[src/common/buffer_pkg.sv]
package buffer_pkg;

   // entries per record buffer.
   localparam int FIFO_DEPTH = 16;

   // count needs one bit more than the pointers to reach FIFO_DEPTH.
   localparam int CNT_W = 5;

   // stall the core here; one record may sit in the register stage
   // and one more may be on its way into the output buffer.
   localparam logic [CNT_W-1:0] OUT_STALL_LEVEL = 5'd13;

endpackage

[src/common/record_pkg.sv]
package record_pkg;

   // record field widths.
   localparam int KEY_W     = 32;
   localparam int PAYLOAD_W = 32;
   localparam int REC_W     = PAYLOAD_W + KEY_W;

   // a zero key closes a run.
   localparam logic [KEY_W-1:0] TERM_KEY = '0;

   // payload in the upper half, sort key in the lower half.
   typedef struct packed {
      logic [PAYLOAD_W-1:0] payload;
      logic [KEY_W-1:0]     key;
   } record_t;

endpackage
[src/record_merger.sv]
module record_merger
   import record_pkg::*;
(
   input  logic    i_clk,
   input  logic    i_reset,
   input  record_t i_in_a,
   input  record_t i_in_b,
   input  logic    i_in_a_empty,
   input  logic    i_in_b_empty,
   input  logic    i_out_ready,
   output logic    o_in_a_read,
   output logic    o_in_b_read,
   output logic    o_out_write,
   output record_t o_out_data
);

   record_t head_a;
   record_t head_b;
   logic    empty_a;
   logic    empty_b;
   logic    full_a;
   logic    full_b;
   logic    deq_a;
   logic    deq_b;
   logic    core_write;
   record_t core_record;
   logic    stall;

   // pull from upstream whenever there is room.
   assign o_in_a_read = ~i_in_a_empty & ~full_a;
   assign o_in_b_read = ~i_in_b_empty & ~full_b;

   record_fifo in_buf_a (
      .i_clk   (i_clk),
      .i_reset (i_reset),
      .i_enq   (o_in_a_read),
      .i_deq   (deq_a),
      .i_data  (i_in_a),
      .o_data  (head_a),
      .o_empty (empty_a),
      .o_full  (full_a),
      .o_count ()
   );

   record_fifo in_buf_b (
      .i_clk   (i_clk),
      .i_reset (i_reset),
      .i_enq   (o_in_b_read),
      .i_deq   (deq_b),
      .i_data  (i_in_b),
      .o_data  (head_b),
      .o_empty (empty_b),
      .o_full  (full_b),
      .o_count ()
   );

   merge_core u_core (
      .i_clk     (i_clk),
      .i_reset   (i_reset),
      .i_head_a  (head_a),
      .i_head_b  (head_b),
      .i_empty_a (empty_a),
      .i_empty_b (empty_b),
      .i_stall   (stall),
      .o_deq_a   (deq_a),
      .o_deq_b   (deq_b),
      .o_write   (core_write),
      .o_record  (core_record)
   );

   output_stage u_out (
      .i_clk       (i_clk),
      .i_reset     (i_reset),
      .i_write     (core_write),
      .i_record    (core_record),
      .i_out_ready (i_out_ready),
      .o_stall     (stall),
      .o_out_write (o_out_write),
      .o_out_data  (o_out_data)
   );

endmodule

[src/output_stage.sv]
module output_stage
   import record_pkg::*, buffer_pkg::*;
(
   input  logic    i_clk,
   input  logic    i_reset,
   input  logic    i_write,
   input  record_t i_record,
   input  logic    i_out_ready,
   output logic    o_stall,
   output logic    o_out_write,
   output record_t o_out_data
);

   logic             ready_q;
   logic             out_empty;
   logic [CNT_W-1:0] out_count;

   // downstream ready is sampled once before use.
   always_ff @(posedge i_clk) begin
      if (i_reset) begin
         ready_q <= 1'b0;
      end else begin
         ready_q <= i_out_ready;
      end
   end

   record_fifo out_buf (
      .i_clk   (i_clk),
      .i_reset (i_reset),
      .i_enq   (i_write),
      .i_deq   (o_out_write),
      .i_data  (i_record),
      .o_data  (o_out_data),
      .o_empty (out_empty),
      .o_full  (),
      .o_count (out_count)
   );

   // the head leaves in the same cycle it is written downstream.
   assign o_out_write = ready_q & ~out_empty;

   assign o_stall = (out_count >= OUT_STALL_LEVEL);

endmodule

[src/merge_core/merge_core.sv]
module merge_core
   import record_pkg::*;
(
   input  logic    i_clk,
   input  logic    i_reset,
   input  record_t i_head_a,
   input  record_t i_head_b,
   input  logic    i_empty_a,
   input  logic    i_empty_b,
   input  logic    i_stall,
   output logic    o_deq_a,
   output logic    o_deq_b,
   output logic    o_write,
   output record_t o_record
);

   logic    take_a;
   logic    take_b;
   logic    emit;
   logic    emit_sel_a;
   record_t sel_record;

   merge_control u_control (
      .i_head_a     (i_head_a),
      .i_head_b     (i_head_b),
      .i_empty_a    (i_empty_a),
      .i_empty_b    (i_empty_b),
      .i_stall      (i_stall),
      .o_take_a     (take_a),
      .o_take_b     (take_b),
      .o_emit       (emit),
      .o_emit_sel_a (emit_sel_a)
   );

   // taken heads pop at the same edge that captures them.
   assign o_deq_a = take_a;
   assign o_deq_b = take_b;

   assign sel_record = emit_sel_a ? i_head_a : i_head_b;

   always_ff @(posedge i_clk) begin
      if (emit) begin
         o_record <= sel_record;
      end
   end

   // one write per emitted record.
   always_ff @(posedge i_clk) begin
      if (i_reset) begin
         o_write <= 1'b0;
      end else begin
         o_write <= emit;
      end
   end

endmodule

[src/merge_core/merge_control.sv]
module merge_control
   import record_pkg::*;
(
   input  record_t i_head_a,
   input  record_t i_head_b,
   input  logic    i_empty_a,
   input  logic    i_empty_b,
   input  logic    i_stall,
   output logic    o_take_a,
   output logic    o_take_b,
   output logic    o_emit,
   output logic    o_emit_sel_a
);

   logic [KEY_W-1:0] key_a;
   logic [KEY_W-1:0] key_b;
   logic             a_term;
   logic             b_term;
   logic             a_le_b;
   logic             go;

   assign key_a  = i_head_a.key;
   assign key_b  = i_head_b.key;
   assign a_term = (key_a == TERM_KEY);
   assign b_term = (key_b == TERM_KEY);
   assign a_le_b = (key_a <= key_b);

   // a decision needs both heads, even a terminator, to be present.
   assign go = ~i_empty_a & ~i_empty_b & ~i_stall;

   always_comb begin
      o_take_a     = 1'b0;
      o_take_b     = 1'b0;
      o_emit_sel_a = 1'b1;
      if (a_term && b_term) begin
         // end of both runs, one terminator goes out.
         o_take_a     = go;
         o_take_b     = go;
         o_emit_sel_a = 1'b1;
      end else if (a_term) begin
         o_take_b     = go;
         o_emit_sel_a = 1'b0;
      end else if (b_term) begin
         o_take_a     = go;
         o_emit_sel_a = 1'b1;
      end else begin
         // ties go to a.
         o_take_a     = go & a_le_b;
         o_take_b     = go & ~a_le_b;
         o_emit_sel_a = a_le_b;
      end
   end

   assign o_emit = go;

endmodule

[src/record_fifo.sv]
module record_fifo
   import record_pkg::*, buffer_pkg::*;
(
   input  logic             i_clk,
   input  logic             i_reset,
   input  logic             i_enq,
   input  logic             i_deq,
   input  record_t          i_data,
   output record_t          o_data,
   output logic             o_empty,
   output logic             o_full,
   output logic [CNT_W-1:0] o_count
);

   localparam int PTR_W = $clog2(FIFO_DEPTH);

   logic [REC_W-1:0] mem [FIFO_DEPTH];
   logic [PTR_W-1:0] wr_ptr;
   logic [PTR_W-1:0] rd_ptr;
   logic [CNT_W-1:0] count;
   logic             do_enq;
   logic             do_deq;

   // requests that would overrun or underrun are dropped.
   assign do_enq = i_enq & ~o_full;
   assign do_deq = i_deq & ~o_empty;

   always_ff @(posedge i_clk) begin
      if (do_enq) begin
         mem[wr_ptr] <= i_data;
      end
   end

   always_ff @(posedge i_clk) begin
      if (i_reset) begin
         wr_ptr <= '0;
         rd_ptr <= '0;
         count  <= '0;
      end else begin
         if (do_enq) begin
            wr_ptr <= wr_ptr + 1'b1;
         end
         if (do_deq) begin
            rd_ptr <= rd_ptr + 1'b1;
         end
         case ({do_enq, do_deq})
            2'b10:   count <= count + 1'b1;
            2'b01:   count <= count - 1'b1;
            default: count <= count;
         endcase
      end
   end

   // head is visible without a read.
   assign o_data  = record_t'(mem[rd_ptr]);
   assign o_empty = (count == '0);
   assign o_full  = (count == CNT_W'(FIFO_DEPTH));
   assign o_count = count;

endmodule

[config.mk]
export PLATFORM = sky130hd
export DESIGN_NAME = record_merger
export DESIGN_NICKNAME = d
export VERILOG_FILES = /design/src/common/buffer_pkg.sv /design/src/common/record_pkg.sv /design/src/record_merger.sv /design/src/output_stage.sv /design/src/merge_core/merge_core.sv /design/src/merge_core/merge_control.sv /design/src/record_fifo.sv
export SDC_FILE = /design/constraint.sdc
export NUM_CORES = 2
export LEC_CHECK = 0
export CORE_MARGIN = 2
export CORE_UTILIZATION = 45
export DETAILED_ROUTE_END_ITERATION = 7
export DONT_BUFFER_PORTS = 1
export GPL_TIMING_DRIVEN = 0
export SKIP_CTS_REPAIR_TIMING = 1
export SLEW_MARGIN = 30
export SYNTH_ARGS = -nofsm -noshare
export SYNTH_HDL_FRONTEND = slang
export SYNTH_SLANG_ARGS = --single-unit
[constraint.sdc]
create_clock -name i_clk -period 13.9 [get_ports i_clk]
set_input_delay 1.39 -clock i_clk [delete_from_list [all_inputs] [get_ports i_clk]]
set_output_delay 1.39 -clock i_clk [all_outputs]
set_load 0.005 [all_outputs]
* Yosys cells after proc, flatten, opt, wreduce, memory -nomap -nowiden *
Memories as Yosys holds them, arrays and structs flattened. A register that Yosys moved wholly into a read port is not among the register bits.
Index checks and enable logic that the tools add are counted.
W data, S select, Z words.

storage, ports and cells
  RAM bits = 3072
  input bits = 133
  register bits = 105
  memories kept = 3

cells by class
  reduce and logical (&&, ||, !) cells = 9
  $add $sub $neg = 12
  equality and inequality tests = 9
  bitwise gates (word level) = 23
  $lt $le $gt $ge = 2
  muxes and demuxes = 25

memories
  name               words  width  rd ports  clocked after Yosys merged registers in  wr ports  RTL line           RTL
  in_buf_a.mem       16     64     1         1                                        1         record_fifo.sv:17  logic [REC_W-1:0] mem [FIFO_DEPTH];
  in_buf_b.mem       16     64     1         1                                        1         record_fifo.sv:17
  u_out.out_buf.mem  16     64     1         1                                        1         record_fifo.sv:17

operator list
  operator               count
  $logic_not A32 Y1      2
  $mux W64               1
  $le A32 B32 Y1         1
  $pmux W5 S2            3
  $add A4 B1 Y4 const B  6
  $mux W4                6
  $add A5 B1 Y5 const B  3
  $eq A5 B5 Y1 const B   3
  $logic_not A5 Y1       3
  $mux W1                15
  $sub A5 B1 Y5 const B  3
  $and A1 B1 Y1          13
  $not A1 Y1             10
  $eq A2 B1 Y1 const B   3
  $eq A2 B2 Y1 const B   3
  $reduce_bool A2 Y1     3
  $ge A5 B4 Y1 const B   1
  $logic_and A1 B1 Y1    1

* Depth between registers and ports, before layout *
  depth after elaboration = 11
  mapped depth = 28
  mapped depth without buffers = 22

* Modules after synthesis *
A second synthesis with hierarchy kept.

second synthesis, totals
  cells, all modules = 5348
  area total of the unflattened synthesis = 121875.6 sq um

modules (own cells, without submodules)
  module         sequential area each (sq um)  area each (sq um)  instances  cells an instance
  record_fifo    31089.8                       39250.1            3          1686
  merge_core     1941.9                        3025.4             1          137
  merge_control  0.0                           1041.0             1          146
  output_stage   20.0                          51.3               1          5
  record_merger  0.0                           7.5                1          2

* Worst setup path after synthesis *
OpenSTA, ideal clock, no wires.

  path kind = in2reg
  start = input port i_in_a_empty
  end = memory in_buf_a.mem[3][0] in the netlist's numbering (enable)
  path buffers = 0
  cell stages on the path = 3
  arrival = 6.409 ns
  slack = 6.926 ns
  data required time = 13.335 ns
  setup time = 0.565 ns
  cells stage by stage = nor2_1 > nand2_1 > nor3_1

on the way
  longest elaborated chain between the ends = 5

RTL lines
  what                           RTL line             RTL
  from (decl)                    record_merger.sv:8   input logic i_in_a_empty,
  $not A1 Y1                     record_merger.sv:30  assign o_in_a_read = ~i_in_a_empty & ~full_a;
  $and A1 B1 Y1                  record_merger.sv:30
  $and A1 B1 Y1                  record_fifo.sv:25    assign do_enq = i_enq & ~o_full;
  $mux W1                        record_fifo.sv:29    if (do_enq) begin
  $mux W1 (implied by the code)  record_fifo.sv:30    mem[wr_ptr] <= i_data;
  to (decl)                      record_fifo.sv:17

Every way passes these cells.

==> results.cfg <==
[run_status]
status = finished, final reports clean

[place]
port_buffers = 0
dp_cells = 8922
routabilityCongestion = 0.800
place_hpwl_um = 212000

[synth]
yosysTopAreaCell = edfxtp_1
ys_ff_latch = 3189
synth_top_cell_area_share = 0.777
ys_seq_area_frac = 0.786
synth_cell_types = 53
synth.area.top_cells = edfxtp_1 (78%), mux4_2 (17%), dfxtp_1 (0.88%)
syn_inst = 5033
post_synth.cell_area_avg_sq_um = 24.1
synth_area_sq_um = 121000
syn_nets = 5228
yosysMostFrequentCell = edfxtp_1
synthFlopType = edfxtp_1
synth-edff-count = 3136
synth-warning-count = 0
async_flop_share = 0
synth_common_cells = edfxtp_1 (3,136), mux4_2 (891), clkbuf_1 (142)

[timing]
max-slew-margin-rel = 0.319
tightest_slew_ns = 1.02
rsz0062_at_grt = false
hold_viol_final = 0
tns_ns = 0
max_freq_mhz = 134
finClkSkew_ns = 0.0816
period_share = 0.538
setup_viol = 0
finalCriticalPeriod_ns = 7.47
slew_violations = 0

[clocking]
cts.sinks = 3189
numCtsBuffers = 329
worstSkewPairLatency_ns = 0.90
clk_pin_slew_worst_paths_ns = 0.06
htreeDepth = 5
cts_root_buf = clkbuf_16
clock_path_buffers = 4
cts_tree = yes

[power_and_ir_drop]
total_power_mw = 24.4
p_leak_nw = 44.1
p_per_area_nw_per_um2 = 171
vdd_drop_max_uv = 124

[floorplanning]
dieArea_sq_um = 274000
die_w_um = 523
ios = 200
die_y_um = 523
rows = 190
core_sq_um = 268000
start_util = 0.452

[cells_and_area]
finalNonFillerCells = 9512
nets = 5896
drive_gt1_frac = 0.318
syn_to_final_growth_pct = 17.5

[setup_path]
crit_arrival_ns = 8.29
critPathKind = reg -> reg
crit_slowest_cell = clkbuf_1
crit_required_ns = 14.72
path_max_fanout = 10
startpoint_type = register
crit_top_cell = buf_2
critPathMaxStageDelay_ns = 0.74
cp-end-kind = register

[global_route]
overflow = 0
grt.total_usage = 0.228
antenna_found_initial = 15
grt_pass1_wl_um = 437000
first_global_vias = 57700
grt_max_degree = 37

[route]
drt-total-wl_um = 311000
ant_nets = 0
via_per_inst = 5.94
via_count = 56500
initialDrtViolationCount = 6376
drc = 0
wl_per_cell_um = 32.7
firstDrtPassIters = 6

[worst_hold_path]
hp-class = reg -> reg

[run]
cap_violations = 0
[worst paths after layout]
| kind | to | slack [ns] | startpoint | cells after the start |
|---|---|---|---|---|
| hold / removal | in_buf_b.o_count[4] | 0.52 | in_buf_b.o_count[4] | 2 |
| setup / recovery | in_buf_a.o_count[4] | 6.43 | register | 25 |
| setup reg to reg | in_buf_a.o_count[4] | 6.43 | register | 25 |
| hold reg to reg | in_buf_b.o_count[4] | 0.52 | in_buf_b.o_count[4] | 2 |
[cells by family after synthesis]
logic type / share of synthesized area
buffers and inverters: 0.0107
DFF: 0.786
adders and majority gates: 0.00659
muxes: 0.173
AOI/OAI and AO/OA: 0.0125
xor gates and xnor gates: 0.00173
and+or+nand+nor: 0.00987
[critical path, delay by kind of cell, from the launching register on]
| kind | cells | cell delay [ns] |
|---|---|---|
| fa+ha+maj | 3 | 1.00 |
| mux | 1 | 0.41 |
| xor+xnor | 1 | 0.10 |
| simple gates | 5 | 1.44 |
| buf+inv | 8 | 2.44 |
| flops | 1 | 0.38 |
| compound gates | 7 | 1.58 |
[cell usage in the layout, fill, tap and decap left out, drive strengths merged, types with 3 or more instances in the layout]
cell type,netlist,layout
or2,3,3
and2,3,3
a21oi,42,42
inv,57,67
o22ai,9,9
bufinv,0,24
mux2i,27,27
clkinv,1,133
clkinvlp,0,6
nand2b,9,9
mux2,55,55
or4,3,3
a21o,21,21
edfxtp,3136,3136
nand2,71,71
mux4,891,891
nor2,104,104
or3,9,9
o21a,6,6
xor2,17,17
nor3,15,15
nor2b,10,10
a22o,8,8
dfxtp,53,53
nand3,3,3
o21ai,18,18
fa,3,3
a22oi,91,91
buf,108,441
xnor2,7,7
ha,59,59
nor4,10,10
clkbuf,142,563
nand4,17,17
a221oi,14,14
[report_power, final]
group	switching, mW	leakage, nW	internal, mW
clock network	3.59	5.03	4.91
registers	0.441	28.7	11.4
logic	2.35	10.3	1.65
[metrics by stage]
stage	setup slack, ns	hold WS [ns]	util	instance area [sq um]
3_3_place_gp	-0.468	0.488	0.469	126000
3_5_place_dp	6.44	0.508	0.493	132000
5_1_grt	6.05	0.532	0.532	142000
2_1_floorplan	6.93	0.459	-	121000
6_report	6.43	0.520	0.532	142000
4_1_cts	6.42	0.496	0.532	142000
[final cells by class]
cell class	instances	area (sq um)
antenna	1	2.50
tap	3552	4440
sequential	3189	95200
fill	20000	125000
multi-input combinational	1536	25000
timing repair buffer	337	6020
clock buffer	417	8760
inverter	58	223
buffer	250	1170
clock inverter	172	1540
[flip-flops by register name, indices dropped and copies added, names as in the netlist, 5 cells and up, named ones only]
name	count
in_buf_b.o_count	5
in_buf_a.o_count	5
u_out.out_buf.mem	1024
in_buf_b.mem	1024
in_buf_a.mem	1024
u_out.out_buf.o_count	5
u_core.o_record	64
[routing by layer]
layer  part of all wire  wire length, um  track usage
met4              0.033            10100       0.0705
met2               0.49           151000        0.368
met1               0.39           123000        0.308
met5                  0                0            0
met3              0.087            26900       0.0539
No activity file was read; power rests on OpenSTA's default activity.
